### src/common/fbReadPkg.sv
// Widths assume two 16-bit pixels per 32-bit memory word
// The register map has four word-sized registers and no read-back
package fbReadPkg;

    //////////////////////////////////////////////////////////////////////
    // Widths
    //////////////////////////////////////////////////////////////////////

    localparam int AddrWidth = 32;
    localparam int PixelIdxWidth = 20;
    localparam int StreamWidth = 32;
    localparam int PixelWidth = 16;
    // Number of index bits that select a pixel inside one memory word
    localparam int PixelsPerWordLog = $clog2(StreamWidth / PixelWidth);
    localparam int TagWidth = PixelIdxWidth - PixelsPerWordLog;
    localparam int IdWidth = 8;

    //////////////////////////////////////////////////////////////////////
    // Register map
    //////////////////////////////////////////////////////////////////////

    localparam int CfgAddrWidth = 2;
    localparam logic [CfgAddrWidth - 1 : 0] RegBase = 2'd0;
    localparam logic [CfgAddrWidth - 1 : 0] RegSpanStart = 2'd1;
    localparam logic [CfgAddrWidth - 1 : 0] RegSpanLength = 2'd2;
    localparam logic [CfgAddrWidth - 1 : 0] RegCommand = 2'd3;

    //////////////////////////////////////////////////////////////////////
    // AXI read address constants
    //////////////////////////////////////////////////////////////////////

    // Log2 of the bytes in one word, also the shift from word tag to byte address
    localparam logic [2 : 0] ArSizeWord = 3'($clog2(StreamWidth / 8));
    localparam logic [1 : 0] ArBurstIncr = 2'b01;
    localparam logic [IdWidth - 1 : 0] ReadId = '0;

    // The tag names a memory word, the offset names a pixel inside it
    typedef struct packed {
        logic [TagWidth - 1 : 0]         tag;
        logic [PixelsPerWordLog - 1 : 0] offset;
    } pixelWord_t;

    // One pixel index, seen either as a flat count or split by memory word
    typedef union packed {
        logic [PixelIdxWidth - 1 : 0] flat;
        pixelWord_t                   word;
    } pixelIdx_t;

endpackage

### src/common/fetchIf.sv
// Pixel fetch stream between the span sequencer and the request generator
// The sequencer holds valid, dest and last until the transfer
`timescale 1ns/1ps

interface fetchIf;
    import fbReadPkg::*;

    // Driven by the sequencer
    logic      valid;
    logic      last;
    pixelIdx_t dest;

    // Driven by the request generator
    logic      ready;

    modport sequencer (
        output valid,
        output last,
        output dest,
        input  ready
    );

    modport generator (
        input  valid,
        input  last,
        input  dest,
        output ready
    );

endinterface

### src/common/memReadIf.sv
// AXI read address channel only, no read data channel
// Requests are single beat, arlen is always zero
`timescale 1ns/1ps

interface memReadIf;
    import fbReadPkg::*;

    logic [IdWidth - 1 : 0]   arid;
    logic [AddrWidth - 1 : 0] araddr;
    logic [7 : 0]             arlen;
    logic [2 : 0]             arsize;
    logic [1 : 0]             arburst;
    logic                     arvalid;
    logic                     arready;

    modport master (
        output arid,
        output araddr,
        output arlen,
        output arsize,
        output arburst,
        output arvalid,
        input  arready
    );

    modport slave (
        input  arid,
        input  araddr,
        input  arlen,
        input  arsize,
        input  arburst,
        input  arvalid,
        output arready
    );

endinterface

### src/memReadRequestGenerator/memReadRequestGenerator.sv
// One single-beat read per memory word touched by consecutive fetches
// Holds at most one queued request plus one skid fetch, ready drops meanwhile
`timescale 1ns/1ps

module memReadRequestGenerator (
    input  logic                                 aclk,
    input  logic                                 resetn,
    input  logic [fbReadPkg::AddrWidth - 1 : 0]  baseAddr,
    output logic                                 requestDone,
    fetchIf.generator                            fetch,
    memReadIf.master                             mem
);
    import fbReadPkg::*;

    // Tag of the word the current run of fetches falls in
    logic [TagWidth - 1 : 0] lastTag;
    // Becomes set after the first fetch of a stream has loaded lastTag
    logic                    fetchEnabled;
    // Last fetch of the stream has been taken, the final request is still due
    logic                    lastFetch;

    // Fetch parked while a request waits in the queue
    logic [TagWidth - 1 : 0] skidTag;
    logic                    skidLast;

    // One-entry queue in front of the address register
    logic                    memRequest;
    logic [TagWidth - 1 : 0] memRequestTag;
    logic                    memRequestFinal;
    // The request in the address register closes the stream
    logic                    arFinal;

    // An accepted fetch leaves the word of the previous one
    logic                    newTag;

    assign newTag = fetchEnabled && (fetch.dest.word.tag != lastTag);

    // Every read is one aligned word
    assign mem.arid = ReadId;
    assign mem.arlen = 8'd0;
    assign mem.arsize = ArSizeWord;
    assign mem.arburst = ArBurstIncr;

    assign requestDone = mem.arvalid && mem.arready && arFinal;

    always_ff @(posedge aclk)
    begin
        if (!resetn)
        begin
            lastTag <= '0;
            fetchEnabled <= 1'b0;
            lastFetch <= 1'b0;
            skidTag <= '0;
            skidLast <= 1'b0;
            memRequest <= 1'b0;
            memRequestFinal <= 1'b0;
            arFinal <= 1'b0;
            mem.arvalid <= 1'b0;
            fetch.ready <= 1'b1;
        end
        else
        begin
            //////////////////////////////////////////////////////////////
            // Address register
            //////////////////////////////////////////////////////////////

            if (!mem.arvalid)
            begin
                // Move the queued request out, the tag becomes a byte address
                if (memRequest)
                begin
                    mem.arvalid <= 1'b1;
                    mem.araddr <= baseAddr + (AddrWidth'(memRequestTag) << ArSizeWord);
                    arFinal <= memRequestFinal;
                    memRequest <= 1'b0;
                end
            end
            else if (mem.arready)
            begin
                mem.arvalid <= 1'b0;
            end

            //////////////////////////////////////////////////////////////
            // Fetch merging
            //////////////////////////////////////////////////////////////

            if (fetch.ready)
            begin
                if (fetch.valid)
                begin
                    fetchEnabled <= 1'b1;
                    if (newTag && memRequest)
                    begin
                        // The queue is full, park the fetch and stall the stream
                        fetch.ready <= 1'b0;
                        skidTag <= fetch.dest.word.tag;
                        skidLast <= fetch.last;
                    end
                    else
                    begin
                        // Crossing into a new word closes the previous one
                        if (newTag)
                        begin
                            memRequestTag <= lastTag;
                            memRequestFinal <= 1'b0;
                            memRequest <= 1'b1;
                        end
                        lastTag <= fetch.dest.word.tag;
                        // The word of the last fetch is requested while stalled
                        if (fetch.last)
                        begin
                            lastFetch <= 1'b1;
                            fetch.ready <= 1'b0;
                        end
                    end
                end
            end
            else if (!memRequest)
            begin
                if (lastFetch && memRequestFinal)
                begin
                    // Final request has entered the address register, reopen for the next stream
                    lastFetch <= 1'b0;
                    memRequestFinal <= 1'b0;
                    skidLast <= 1'b0;
                    fetch.ready <= 1'b1;
                end
                else
                begin
                    memRequestTag <= lastTag;
                    memRequest <= 1'b1;
                    memRequestFinal <= lastFetch;
                    if (lastFetch)
                    begin
                        // Next stream starts without a previous tag
                        fetchEnabled <= 1'b0;
                    end
                    else
                    begin
                        // Replay the parked fetch as the current word
                        lastTag <= skidTag;
                        lastFetch <= skidLast;
                        fetch.ready <= !skidLast;
                    end
                end
            end
        end
    end

    // AXI requires a pending address to stay put until the slave takes it
    arHold: assert property (@(posedge aclk) disable iff (!resetn)
        mem.arvalid && !mem.arready |=> mem.arvalid && $stable(mem.araddr))
        else $error("araddr or arvalid changed before arready");

    // Only single-beat reads go out on the bus
    arSingleBeat: assert property (@(posedge aclk) disable iff (!resetn)
        mem.arvalid |-> mem.arlen == 8'd0)
        else $error("arlen is not zero");

endmodule

### src/verilog/fbReadConfig.sv
// Register writes to base and span are dropped while a span runs
// A command with a zero span length does not start anything
`timescale 1ns/1ps

module fbReadConfig (
    input  logic                                   aclk,
    input  logic                                   resetn,
    input  logic                                   cfgWrite,
    input  logic [fbReadPkg::CfgAddrWidth - 1 : 0] cfgAddr,
    input  logic [fbReadPkg::AddrWidth - 1 : 0]    cfgWdata,
    input  logic                                   busy,
    output logic [fbReadPkg::AddrWidth - 1 : 0]    baseAddr,
    output fbReadPkg::pixelIdx_t                   spanStart,
    output logic [fbReadPkg::PixelIdxWidth - 1 : 0] spanLength,
    output logic                                   start
);
    import fbReadPkg::*;

    // A start pulse in flight counts as busy, the sequencer sees it one edge later
    logic locked;

    assign locked = busy || start;

    always_ff @(posedge aclk)
    begin
        if (!resetn)
        begin
            baseAddr <= '0;
            spanStart <= '0;
            spanLength <= '0;
            start <= 1'b0;
        end
        else
        begin
            // Start is a single cycle pulse
            start <= 1'b0;
            if (cfgWrite && !locked)
            begin
                case (cfgAddr)
                    RegBase:       baseAddr <= cfgWdata;
                    RegSpanStart:  spanStart.flat <= cfgWdata[PixelIdxWidth - 1 : 0];
                    RegSpanLength: spanLength <= cfgWdata[PixelIdxWidth - 1 : 0];
                    // The data word of a command write carries nothing
                    RegCommand:    start <= (spanLength != '0);
                    default:       start <= 1'b0;
                endcase
            end
        end
    end

    // The sequencer must never be told to start while it is still running a span
    startWhileBusy: assert property (@(posedge aclk) disable iff (!resetn)
        start |-> !busy)
        else $error("start pulse while the sequencer is busy");

endmodule

### src/verilog/fbReadTop.sv
// Read address side only, read data is taken by an external consumer
// One span runs at a time, busy covers it until the final request is accepted
`timescale 1ns/1ps

module fbReadTop (
    input  logic                                   aclk,
    input  logic                                   resetn,

    // Register port
    input  logic                                   cfgWrite,
    input  logic [fbReadPkg::CfgAddrWidth - 1 : 0] cfgAddr,
    input  logic [fbReadPkg::AddrWidth - 1 : 0]    cfgWdata,

    // Status
    output logic                                   busy,
    output logic                                   spanDone,

    // AXI read address channel
    output logic [fbReadPkg::IdWidth - 1 : 0]      arId,
    output logic [fbReadPkg::AddrWidth - 1 : 0]    arAddr,
    output logic [7 : 0]                           arLen,
    output logic [2 : 0]                           arSize,
    output logic [1 : 0]                           arBurst,
    output logic                                   arValid,
    input  logic                                   arReady
);
    // Configuration seen by the sequencer and the generator
    logic [fbReadPkg::AddrWidth - 1 : 0]     baseAddr;
    fbReadPkg::pixelIdx_t                    spanStart;
    logic [fbReadPkg::PixelIdxWidth - 1 : 0] spanLength;
    logic                                    start;
    // Final request of the span has handshaked
    logic                                    requestDone;

    fetchIf   fetchBus ();
    memReadIf memBus ();

    fbReadConfig fbReadConfig_i (
        .aclk       (aclk),
        .resetn     (resetn),
        .cfgWrite   (cfgWrite),
        .cfgAddr    (cfgAddr),
        .cfgWdata   (cfgWdata),
        .busy       (busy),
        .baseAddr   (baseAddr),
        .spanStart  (spanStart),
        .spanLength (spanLength),
        .start      (start)
    );

    spanFetchSequencer spanFetchSequencer_i (
        .aclk        (aclk),
        .resetn      (resetn),
        .start       (start),
        .spanStart   (spanStart),
        .spanLength  (spanLength),
        .requestDone (requestDone),
        .busy        (busy),
        .spanDone    (spanDone),
        .fetch       (fetchBus.sequencer)
    );

    memReadRequestGenerator memReadRequestGenerator_i (
        .aclk        (aclk),
        .resetn      (resetn),
        .baseAddr    (baseAddr),
        .requestDone (requestDone),
        .fetch       (fetchBus.generator),
        .mem         (memBus.master)
    );

    // Flatten the address channel onto plain ports
    assign arId = memBus.arid;
    assign arAddr = memBus.araddr;
    assign arLen = memBus.arlen;
    assign arSize = memBus.arsize;
    assign arBurst = memBus.arburst;
    assign arValid = memBus.arvalid;
    assign memBus.arready = arReady;

endmodule

### src/verilog/spanFetchSequencer.sv
// Emits one pixel index per accepted cycle, from spanStart for spanLength pixels
// spanLength is nonzero on start, the register block guarantees it
`timescale 1ns/1ps

module spanFetchSequencer (
    input  logic                                    aclk,
    input  logic                                    resetn,
    input  logic                                    start,
    input  fbReadPkg::pixelIdx_t                    spanStart,
    input  logic [fbReadPkg::PixelIdxWidth - 1 : 0] spanLength,
    input  logic                                    requestDone,
    output logic                                    busy,
    output logic                                    spanDone,
    fetchIf.sequencer                               fetch
);
    import fbReadPkg::*;

    // Index on offer and pixels left including it
    pixelIdx_t                    curIdx;
    logic [PixelIdxWidth - 1 : 0] remaining;
    // All pixels are out, waiting for the final read request to be taken
    logic                         draining;

    assign fetch.dest = curIdx;
    assign fetch.last = (remaining == 1);

    always_ff @(posedge aclk)
    begin
        if (!resetn)
        begin
            busy <= 1'b0;
            draining <= 1'b0;
            spanDone <= 1'b0;
            fetch.valid <= 1'b0;
        end
        else
        begin
            spanDone <= 1'b0;
            if (!busy)
            begin
                // Load the span, the first index is offered one cycle later
                if (start)
                begin
                    busy <= 1'b1;
                    curIdx <= spanStart;
                    remaining <= spanLength;
                end
            end
            else if (draining)
            begin
                // The generator flags the handshake of the request that closes the stream
                if (requestDone)
                begin
                    draining <= 1'b0;
                    busy <= 1'b0;
                    spanDone <= 1'b1;
                end
            end
            else if (!fetch.valid)
            begin
                fetch.valid <= 1'b1;
            end
            else if (fetch.ready)
            begin
                if (fetch.last)
                begin
                    // Stop offering once the last index has been taken
                    fetch.valid <= 1'b0;
                    draining <= 1'b1;
                end
                else
                begin
                    curIdx.flat <= curIdx.flat + 1'b1;
                    remaining <= remaining - 1'b1;
                end
            end
        end
    end

    // A stalled offer must not change or disappear before the generator takes it
    fetchHold: assert property (@(posedge aclk) disable iff (!resetn)
        fetch.valid && !fetch.ready |=>
            fetch.valid && $stable(fetch.dest) && $stable(fetch.last))
        else $error("fetch offer changed while stalled");

endmodule

### config.mk
export PLATFORM = sky130hd
export DESIGN_NAME = fbReadTop
export DESIGN_NICKNAME = d
export VERILOG_FILES = /design/src/common/fbReadPkg.sv /design/src/common/fetchIf.sv /design/src/common/memReadIf.sv /design/src/memReadRequestGenerator/memReadRequestGenerator.sv /design/src/verilog/fbReadConfig.sv /design/src/verilog/fbReadTop.sv /design/src/verilog/spanFetchSequencer.sv
export SDC_FILE = /design/constraint.sdc
export NUM_CORES = 1
export LEC_CHECK = 0
export BUFFER_PORTS_ARGS = -buffer_cell sky130_fd_sc_hd__buf_2
export CAP_MARGIN = 40
export CORE_ASPECT_RATIO = 1.25
export CORE_MARGIN = 2
export CORE_UTILIZATION = 60
export CTS_BUF_LIST = sky130_fd_sc_hd__clkbuf_16
export DETAILED_ROUTE_END_ITERATION = 10
export PLACE_DENSITY = 0.82
export SYNTH_ARGS = -nofsm -noshare
export SYNTH_HDL_FRONTEND = slang
export SYNTH_SLANG_ARGS = --single-unit
export TNS_END_PERCENT = 1
### constraint.sdc
create_clock -name aclk -period 4.35 [get_ports aclk]
set_input_delay 0.2175 -clock aclk [delete_from_list [all_inputs] [get_ports aclk]]
set_output_delay 0.2175 -clock aclk [all_outputs]
set_load 0.05 [all_outputs]
* Yosys cells after proc, flatten, opt, wreduce, memory -nomap -nowiden
Cells that the tools add are included.
** Storage, ports and cells
- Flip-flop bits (word level) :: 214
- Input bits :: 38
- Output and inout port bits :: 56
- Word-level logic and storage cells :: 149
** Cells by class
- Add/subtract/negate cells :: 3
- Equality and inequality tests :: 17
- Multiplexer cells :: 75
- Bitwise operators :: 2
- Reductions and logical operators :: 30
** Operator list (number)
- 2-to-1 mux 20 bit :: 12
- 2-to-1 mux 19 bit :: 12
- 2-to-1 mux 1 bit :: 51
- adder 32 x 21 -> 32 bit :: 1
- adder 20 x 1 -> 20 bit (second input constant) :: 1
- equality test 20 x 1 -> 1 bit (second input constant) :: 1
- nonzero test 20 bit :: 1
- subtractor 20 x 1 -> 20 bit (second input constant) :: 1
- != test 19 bit :: 1
- AND reduction 4 bit :: 4
- != test 2 x 1 -> 1 bit (second input constant) :: 6
- != test 2 bit (second input constant) :: 6
- AND reduction 3 bit :: 4
- AND reduction 6 bit :: 2
- AND reduction 2 bit :: 5
- logical AND 1 bit :: 6
- nonzero test 2 bit :: 3
- AND reduction 5 bit :: 1
- equality test 2 bit (second input constant) :: 2
- equality test 2 x 1 -> 1 bit (second input constant) :: 1
- zero test 1 bit :: 2
- zero test 2 bit :: 1
- inverter 1 bit :: 2
- logical OR 1 bit :: 1

* Longest topological paths before layout
Gate-level depths: netlist (run 1).
- Depth after elaboration :: 6
- Depth in mapped cells :: 9
- Gate-level depth less buffers :: 9

* Cells and area by module
A second synthesis (run 1) with hierarchy kept.
** Second synthesis, totals
- Cell total of the unflattened synthesis :: 1069
- Area total of the unflattened synthesis :: 10610.2 um2
** Modules (own cells, without submodules)
- memReadRequestGenerator :: instances 1, cells each 529, area an instance 5243.8 um2, sequential area each 2452.4 um2
- fbReadConfig :: instances 1, cells each 283, area an instance 2777.7 um2, sequential area each 1461.4 um2
- spanFetchSequencer :: instances 1, cells each 257, area an instance 2588.7 um2, sequential area each 1281.2 um2

* Worst setup path after synthesis (run 1)
OpenSTA, ideal clock, no wires.
- Kind :: flip-flop to flip-flop
- From :: reg spanFetchSequencer_i.busy
- To :: reg spanFetchSequencer_i.curIdx (netlist bit spanFetchSequencer_i.fetch.dest[0]), enable pin
- Setup time :: 0.451 ns
- Arrival :: 3.261 ns
- Required time :: 3.899 ns
- Slack :: 0.638 ns
- Stages on the path, launching flop included :: 6
- Buffers on the path :: 1
- Period minus slack after synthesis :: 3.712 ns
- Path through :: dfxtp_1 > clkbuf_1 > inv_1 > nor2_1 > nand4_1 > a21oi_1
** Between the ends
- Word-level cells in the longest chain between the ends :: 2
- Elaborated cells on any way between the ends :: 6
- Those cells by class :: eq/ne: 4; reduce/logical: 2
** RTL lines
- start: declaration :: line spanFetchSequencer.sv:12 : output logic busy,
- start signal: assignment :: line spanFetchSequencer.sv:31 : busy <= 1'b0;
- start signal: assignment :: line spanFetchSequencer.sv:44 : busy <= 1'b1;
- start signal: assignment :: line spanFetchSequencer.sv:55 : busy <= 1'b0;
- != test 2 bit (no line) (tied with other cells)
- AND reduction 6 bit (no line) (*)
- end signal: assignment :: line spanFetchSequencer.sv:45 : curIdx <= spanStart;
- end: declaration :: line spanFetchSequencer.sv:19 : pixelIdx_t curIdx;
Mark *: on every way between the ends. The rest lies on a longest branch, timed or not.
A chain may end at the register's enable or synchronous reset.

* Final worst setup path (run 1)
- From :: reg memReadRequestGenerator_i.memRequestTag[9]
- To :: reg memReadRequestGenerator_i.mem.araddr[26] (data pin)
** Between the ends
- Word-level cells in the longest chain between the ends :: 1
** RTL lines
- start: declaration :: line memReadRequestGenerator.sv:28 : logic [TagWidth - 1 : 0] memRequestTag;
- start signal: assignment :: line memReadRequestGenerator.sv:104 : memRequestTag <= lastTag;
- start signal: assignment :: line memReadRequestGenerator.sv:130 : memRequestTag <= lastTag;
- adder 32 x 21 -> 32 bit :: line memReadRequestGenerator.sv:73 : mem.araddr <= baseAddr + (AddrWidth'(memRequestTag) << ArSizeWord);
- end signal: assignment :: line memReadRequestGenerator.sv:73
- end: declaration :: line memReadIf.sv:18 : output araddr,
No other way between the ends.

==> results.yml, run 1 <==
sta:
  fmax_ghz: 0.3381
  slew_viol_final: 0
  hold_viol: 0
  relSlewSlack: 0.3983
  worst_pin_slew_ns: 0.8885
  period_needed_ns: 2.958
  skew_ns: 0.01414
  rsz0062_at_grt: "false"
  setup_viol: 0
  finalSetupTns_ns: 0
  timing.final.crit_share: 0.6799
  worst_hold_slack_ns: 0.01226
final_layout:
  layout_commonest_cell: "nand2_1"
  syn2layout_area_growth_pct: 12.71
  layout.nets: 1188
  diodes: 0
  final_cell_mix: "180 x nand2_1, 135 x a21oi_1, 122 x dfxtp_1"
  postLayoutCellArea_um2: 11410
  drive_above_1_share: 0.1236
  instances_no_fill: 1361
job:
  cap_violations: 0
drt:
  vias_per_cell: 5.852
  wire_per_inst_um: 17.77
  firstDrtPassIters: 5
  vias: 7965
  wl_um: 24180
  drt_first_iter_violations: 546
  drc: 0
  ant_nets: 0
critical_path:
  cp_max_fo: 7
  critPathLaunch: "memReadRequestGenerator_i.memRequestTag[9]"
  r2r-start: "memReadRequestGenerator_i.memRequestTag[9]"
  crit_type: "reg2reg"
  r2r_end: "memReadRequestGenerator_i.mem.araddr[26]"
  worst_ep_required_time_ns: 4.58
  crit_end: "memReadRequestGenerator_i.mem.araddr[26]"
  start_kind: "register"
  r2r_setup_slack_ns: 1.39
  cp.arrival_ns: 3.18
  crit_path_end_kind: "register"
  rr_worst_depth: 7
synthesis:
  yosysTopAreaCell: "edfxtp_1"
  synthDominantCellAreaShare: 0.2699
  synth_edf_count: 91
  syn_area_um2: 10120
  synth.area.top_cells: "edfxtp_1 27%, dfxtp_1 24%, a21oi_1 6.7%, nand2_1 6.7%, nor2_1 4.2%"
  async_flop_share: 0
  syn_inst: 1064
  yosys_most_used_dff: "dfxtp_1"
  syn_area_per_cell_um2: 9.515
  synthDistinctLibCells: 65
  yosysSeqAreaShare: 0.5132
  ys_ff_latch: 214
  ys_warn_count: 0
clock_tree:
  path_clk_slew_ns: 0.06
  cts-buffers-inserted: 21
  cts_buffer_depth: 3
  clock_latency_ns: 0.50
  clock-root-buffer: "clkbuf_16"
  cts_tree: "yes"
  hold_buffers: 21
  cts_resized: 0
  cts.sinks: 214
  cts_max_level: 1
  post-cts-setup-buffer-count: 0
placement:
  placedCellCount: 1303
  placed_cell_area_um2: 10540
  portBuffers: 72
  place_hpwl_um: 16380
  place_congestion: 0.9750
pwr:
  p_per_area_nw_per_um2: 371.2
  power_mw: 4.236
  ir_drop_uv: 372.0
  leakage_nw: 4.364
global_route:
  grt_pass1_vias: 7562
  grt.overflow.total: 0
  grt_use_total: 0.2706
  antenna_found_initial: 0
  grt_pass1_wl_um: 38450
  grt_max_degree: 83
floorplan:
  die_h_um: 149.2
  coreArea_um2: 16640
  initial_core_util: 0.6082
  ioPinCount: 94
  die_x_um: 120.2
  rows: 53
  die_area_um2: 17930
outcome:
  outcome: "finished, final reports clean"
min_path:
  hold_class: "in2reg"
-- per-stage QoR --
stage | util | worst slack [ns]
after floorplan | - | 0.6383
after global placement | 0.6320 | 1.650
after detailed placement | 0.6332 | 1.608
after CTS | 0.6855 | 1.545
after global routing | 0.6855 | 1.318
final | 0.6855 | 1.392
-- sequential cells by signal, summed over array words and instances, names as in the netlist, 19 cells and up --
name,count
fbReadConfig_i.baseAddr,32
fbReadConfig_i.spanLength,20
fbReadConfig_i.spanStart,20
memReadRequestGenerator_i.lastTag,19
memReadRequestGenerator_i.mem.araddr,32
memReadRequestGenerator_i.memRequestTag,19
memReadRequestGenerator_i.skidTag,19
spanFetchSequencer_i.fetch.dest,20
spanFetchSequencer_i.remaining,20
-- cells in the mapped netlist (11+ instances only) --
library cell and count:
nor4_1 11, nor2_1 112, buf_4 23, edfxtp_1 91, clkbuf_1 48, xor2_1 41
ha_1 22, a21o_1 12, mux2i_1 38, nand3_1 16, inv_1 15, dfxtp_1 123
xnor2_1 37, nor3_1 17, a21oi_1 136, nand2_1 180, and3_1 11
-- cell type report --
type | count | area, µm²
Tap cell | 220 | 275.3
Clock buffer | 21 | 525.5
Inverter | 16 | 61.31
Clock inverter | 16 | 135.1
Timing Repair Buffer | 104 | 665.6
Multi-Input combinational cell | 770 | 4551
Sequential cell | 214 | 5196
Fill cell | 1236 | 5235
-- per-layer routing --
layer | wire length, µm | up-vias | track usage
li1 | - | 3813 | -
met1 | 9411 | 3802 | 0.3213
met2 | 12480 | 289 | 0.4946
met3 | 1449 | 61 | 0.03402
met4 | 837 | 0 | 0.1076
met5 | 0 | - | 0
-- worst min-delay path by stage --
stage | from | to | cells after the start
2_1_floorplan | cfgAddr[0] | fbReadConfig_i.start | 2
3_3_place_gp | fbReadConfig_i.baseAddr[0] | memReadRequestGenerator_i.mem.araddr[0] | 0
3_5_place_dp | fbReadConfig_i.baseAddr[1] | memReadRequestGenerator_i.mem.araddr[1] | 0
4_1_cts | cfgWdata[13] | fbReadConfig_i.spanLength[13] | 3
5_1_grt | cfgWdata[7] | fbReadConfig_i.spanLength[7] | 3
6_report | cfgWdata[8] | fbReadConfig_i.spanLength[8] | 3
-- critical path, stage by stage, from the launching register on --
cell and delay, ns:
edfxtp_1 0.37, ha_1 0.38, a21o_1 0.23, a221oi_1 0.34, nor2_1 0.12, o311ai_1 0.78
a21oi_1 0.26, xor2_1 0.22
-- power by group --
| group | switching [mW] | leakage, nW | internal [mW] |
|---|---|---|---|
| Clock | 0.756 | 0.331 | 1.00 |
| Combinational | 0.205 | 2.20 | 0.103 |
| Sequential | 0.0359 | 1.83 | 2.13 |
-- cell families (layout without fill, tap and decap cells) --
group | count (synthesis) | count (layout) | synth area share
other | 2 | 21 | 0.0007418
muxes | 40 | 40 | 0.03980
adders and majority gates | 23 | 23 | 0.02917
buffers and inverters | 99 | 157 | 0.04734
DFF | 214 | 214 | 0.5132
AOI/OAI and AO/OA | 218 | 218 | 0.1342
and+or+nand+nor | 390 | 390 | 0.1681
xor gates and xnor gates | 78 | 78 | 0.06748
(Power assumes the default switching activity.)
==> inputs of run 2 (changes only) <==
clock period = 3 ns   (was 4.35 ns; I/O delays follow)
==> run 2 against run 1 <==
Effect of this change: via count rose by 0.20%; total power rose by 45%; largest power group unchanged; utilization rose by 1.4 points; register-to-register slack got worse by 1.0 ns; non-clock buffer count rose by 22; highest routed layer unchanged; worst setup slack got worse by 1.0 ns; first-iteration DRC count rose by 26%.
==> results.yml, run 2 (synthesis results as in run 1) <==
critical_path:
  cp_max_fo: 6
  r2r_end: "memReadRequestGenerator_i.mem.araddr[19]"
  r2r_setup_slack_ns: 0.38
  cp.arrival_ns: 2.87
  r2r-start: "memReadRequestGenerator_i.memRequestTag[12]"
  worst_ep_required_time_ns: 3.25
  crit_buf_inv: 0
  rr_worst_depth: 7
  crit_path_end_kind: "register"
  slowest_delay_ns: 0.41
  cp_slowest_cell: "or3_1"
  crit_type: "reg2reg"
  worstPathCellList: "ha_1, and2_4, or2_1, or3_1, or2_0, a311oi_2, xnor2_1"
  cpLargestDelayFamily: "simple AND/OR/NAND/NOR gates"
  start_kind: "register"
final_layout:
  layout_commonest_cell: "nand2_1"
  postLayoutCellArea_um2: 11640
  top_regs: "fbReadConfig_i.baseAddr x32, memReadRequestGenerator_i.mem.araddr x32"
  drive_above_1_share: 0.1244
  layout.nets: 1211
  diodes: 0
  fin_util: 0.6996
  final_cell_mix: "180 x nand2_1, 135 x a21oi_1, 122 x dfxtp_1"
  instances_no_fill: 1386
  syn2layout_area_growth_pct: 15.03
floorplan:
  rows: 53
  die_x_um: 120.2
  ioPinCount: 94
  die_area_um2: 17930
  coreArea_um2: 16640
  initial_core_util: 0.6082
  die_h_um: 149.2
drt:
  firstDrtPassIters: 7
  vias: 7981
  ant_nets: 0
  vias_per_cell: 5.758
  wl_um: 23160
  wire_per_inst_um: 16.71
  drc: 0
  drt_first_iter_violations: 690
placement:
  place_congestion: 0.9484
  portBuffers: 72
  place_hpwl_um: 16010
  placed_cell_area_um2: 10620
  pre_cts_ws_ns: 0.4566
  placedCellCount: 1311
min_path:
  hold_class: "in2reg"
  min_to: "fbReadConfig_i.start"
  hp-start: "cfgWrite"
  hold_depth: 4
sta:
  setup_ws_ns: 0.3814
  worst_pin_slew_ns: 0.7855
  hold_viol: 0
  timing.final.crit_share: 0.8729
  skew_ns: 0.01146
  relSlewSlack: 0.4751
  rsz0062_at_grt: "false"
  setup_viol: 0
  worst_hold_slack_ns: 0.09814
  fmax_ghz: 0.3819
  slew_viol_final: 0
  period_needed_ns: 2.619
  finalSetupTns_ns: 0
global_route:
  use_met3: 0.03249
  grt_use_total: 0.2634
  grt_pass1_wl_um: 37980
  grt_busiest_layer: "met2"
  grt.overflow.total: 0
  use_met2: 0.4861
  antenna_found_initial: 0
  grt_max_degree: 83
  met1_usage: 0.3099
  grt_pass1_vias: 7838
pwr:
  p_per_area_nw_per_um2: 525.8
  combPwrFrac: 0.076
  seqPwrFrac: 0.513
  power_mw: 6.123
  switching_power_mw: 1.434
  clkPwrFrac: 0.411
  ir_drop_uv: 535.7
  swShare: 0.2342
  leakage_nw: 4.507
  p_int_mw: 4.689
clock_tree:
  cts_resized: 0
  cts_buffer_depth: 3
  cts.sinks: 214
  path_clk_slew_ns: 0.06
  clock_latency_ns: 0.51
  cts_tree: "yes"
  cts_max_level: 1
  cts-buffers-inserted: 22
  clock-root-buffer: "clkbuf_16"
job:
  cap_violations: 0
outcome:
  outcome: "finished, final reports clean"
[run 2: power by group through the flow]
stage          combinational, mW  clock, mW  sequential, mW
2_1_floorplan              0.329          0            3.19
3_3_place_gp               0.408          0            3.20
3_5_place_dp               0.422          0            3.20
4_1_cts                    0.459       2.53            3.14
5_1_grt                    0.508       2.67            3.15
6_report                   0.464       2.52            3.14
[run 2: per-layer routing]
layer / vias up / part of all wire
met3: 70 / 0.050
met2: 275 / 0.52
met4: 0 / 0.035
met5: - / 0
li1: 3853 / -
met1: 3783 / 0.39
[run 2: layout make-up]
cell class                 count  area [µm²]
tap                          220       275.3
inverter                      16       61.31
multi-input combinational    770        4556
clock buffer                  24       600.6
timing repair buffer         126       885.9
clock inverter                16       70.07
fill                        1230        5000
sequential                   214        5196
[run 2: worst reg2reg max path, stage by stage (launching register included)]
cell and delay, ns:
edfxtp_1 0.37, ha_1 0.36, and2_4 0.18, or2_1 0.24, or3_1 0.41, or2_0 0.38
a311oi_2 0.35, xnor2_1 0.09
[run 2: worst max path at each step]
stage,to,slack (ns),startpoint,cells past startpoint
floorplan,spanFetchSequencer_i.fetch.dest[0],0.16,spanFetchSequencer_i.busy,5
global placement,spanFetchSequencer_i.remaining[4],0.50,spanFetchSequencer_i.remaining[0],6
detailed placement,spanFetchSequencer_i.remaining[3],0.46,spanFetchSequencer_i.remaining[0],6
CTS,memReadRequestGenerator_i.mem.araddr[17],0.41,memReadRequestGenerator_i.memRequestTag[12],7
global route,spanFetchSequencer_i.remaining[0],0.26,spanFetchSequencer_i.remaining[0],6
finish,memReadRequestGenerator_i.mem.araddr[19],0.38,memReadRequestGenerator_i.memRequestTag[12],7
[run 2: what timing repair did]
item	4_1_cts	5_1_grt
hold buffers	35	0
endpoints found under the hold margin	69	0
setup buffers	0	0
==> inputs of run 3 (changes only) <==
CTS_CLUSTER_SIZE = 30   (was default)
clock period = 2.8 ns   (was 3 ns; I/O delays follow)
==> run 3 against run 2 <==
Effect of this change: routed wire length grew 0.37%; via count shrank 0.73%; largest cell class unchanged; largest power group unchanged; cell count is essentially flat; die area is the same; combinational power grew 7.8%; clock skew grew 0.0061 ns; utilization grew 0.068 points; worst setup slack lost 0.13 ns; total power grew 7.8%; critical path depth grew 3; flip-flop and latch count is the same; register-to-register slack lost 0.13 ns.
==> results.yml, run 3 (synthesis results as in run 1) <==
outcome:
  outcome: "finished, final reports clean"
final_layout:
  top_regs: "fbReadConfig_i.baseAddr x32, memReadRequestGenerator_i.mem.araddr x32"
  n_fill_cell: 1202
  layout.nets: 1210
  final_cell_mix: "180 x nand2_1, 135 x a21oi_1, 122 x dfxtp_1"
  drive_above_1_share: 0.1245
  syn2layout_area_growth_pct: 15.14
  diodes: 0
  layout_commonest_cell: "nand2_1"
sta:
  worst_hold_slack_ns: 0.09058
  finalSetupTns_ns: 0
  setup_ws_ns: 0.2533
  relSlewSlack: 0.4878
  worst_pin_slew_ns: 0.7683
  setup_viol: 0
  period_needed_ns: 2.547
  fmax_ghz: 0.3927
  rsz0062_at_grt: "false"
  skew_ns: 0.01759
  timing.final.crit_share: 0.9095
  slew_viol_final: 0
  hold_viol: 0
min_path:
  hold_class: "in2reg"
drt:
  drc: 0
  drt_first_iter_violations: 658
  firstDrtPassIters: 5
  wire_per_inst_um: 16.78
  vias: 7923
  ant_nets: 0
  wl_um: 23250
  vias_per_cell: 5.721
floorplan:
  rows: 53
  ioPinCount: 94
  die_area_um2: 17930
  coreArea_um2: 16640
  die_h_um: 149.2
  initial_core_util: 0.6082
  die_x_um: 120.2
global_route:
  grt_pass1_vias: 7597
  grt_pass1_wl_um: 37330
  grt_max_degree: 82
  grt_busiest_layer: "met2"
  antenna_found_initial: 0
  grt.overflow.total: 0
  met1_usage: 0.3030
  grt_use_total: 0.2587
  use_met3: 0.02982
  use_met2: 0.4764
critical_path:
  cp.arrival_ns: 2.80
  cp_max_fo: 4
  start_kind: "register"
  crit_type: "reg2reg"
  crit_path_end_kind: "register"
  cp_slowest_cell: "fa_1"
  worst_ep_required_time_ns: 3.05
  worstPathCellList: "ha_1, inv_1, fa_1, nor2b_1, o2111ai_1, a21oi_1, o311ai_1, buf_4, a21oi_1, xor2_1"
  slowest_delay_ns: 0.41
  cp_common_cell: "a21oi_1"
clock_tree:
  cts_tree: "yes"
  cts_max_level: 1
  clock-root-buffer: "clkbuf_16"
  cts_buffer_depth: 3
  clock_latency_ns: 0.50
  path_clk_slew_ns: 0.06
  cts.sinks: 214
  post-cts-setup-buffer-count: 0
  cts-buffers-inserted: 22
  cts_resized: 0
pwr:
  p_per_area_nw_per_um2: 566.2
  leakage_nw: 4.496
  ir_drop_uv: 540.3
  power_mw: 6.599
placement:
  place_hpwl_um: 15930
  pre_cts_ws_ns: 0.2682
  portBuffers: 72
  place_congestion: 0.9255
job:
  cap_violations: 0
[run 3: cell types whose count changed in the layout (fill, tap and decap cells not counted), moves of 2 or more]
cell      before  now
buf_12         1    4
buf_4         17   14
clkinv_1       1    4
clkinv_2       2    4
inv_1         26   22
[run 3: final timing paths]
check	slack (ns)	cells after the start	startpoint	end
hold / removal	0.09	4	cfgWrite	fbReadConfig_i.start
setup / recovery	0.25	10	fbReadConfig_i.baseAddr[2]	memReadRequestGenerator_i.mem.araddr[28]
hold reg to reg	0.43	0	fbReadConfig_i.baseAddr[1]	memReadRequestGenerator_i.mem.araddr[1]
setup reg to reg	0.25	10	fbReadConfig_i.baseAddr[2]	memReadRequestGenerator_i.mem.araddr[28]
[run 3: repair_timing]
action / 4_1_cts / 5_1_grt
hold buffers: 35 / 0
setup endpoints to repair: 0 / 0
endpoints found under the hold margin: 78 / 0
[run 3: metal layers]
layer	share of wire	vias up	routed length, µm
li1	-	3843	-
met1	0.39	3750	9176
met2	0.52	259	12000
met3	0.049	71	1137
met4	0.040	0	933
met5	0	-	0
[run 3: final cells by class]
type	count	area (µm²)	share of cell area
flip-flops and latches	214	5196	0.4458
multi-input cells	770	4556	0.3908
repair buffers	125	895.9	0.07686
clock buffers	23	575.6	0.04938
well taps	220	275.3	0.02362
clock inverters	17	96.34	0.008265
inverters	16	61.31	0.005260
[run 3: worst max-delay path: cells and delay by family (launching register included)]
family,cells,cell delay [ns]
flops,1,0.35
simple gates,1,0.19
compound gates,4,0.82
xor+xnor,1,0.09
buf+inv,2,0.24
fa+ha+maj,2,0.60
[run 3: power by group]
group | switching [mW] | internal (mW)
registers | 0.0523 | 3.31
clock network | 1.17 | 1.57
logic | 0.324 | 0.176
[run 3: metrics by stage]
| stage | instance area, µm² | utilization | std cells |
|---|---|---|---|
| finish | 11660 | 0.7003 | 1385 |
| global route | 11660 | 0.7003 | 1385 |
| CTS | 11660 | 0.7003 | 1385 |
| detailed placement | 10630 | 0.6389 | 1310 |
| global placement | 10610 | 0.6377 | 1309 |
| floorplan | 10210 | - | 1083 |
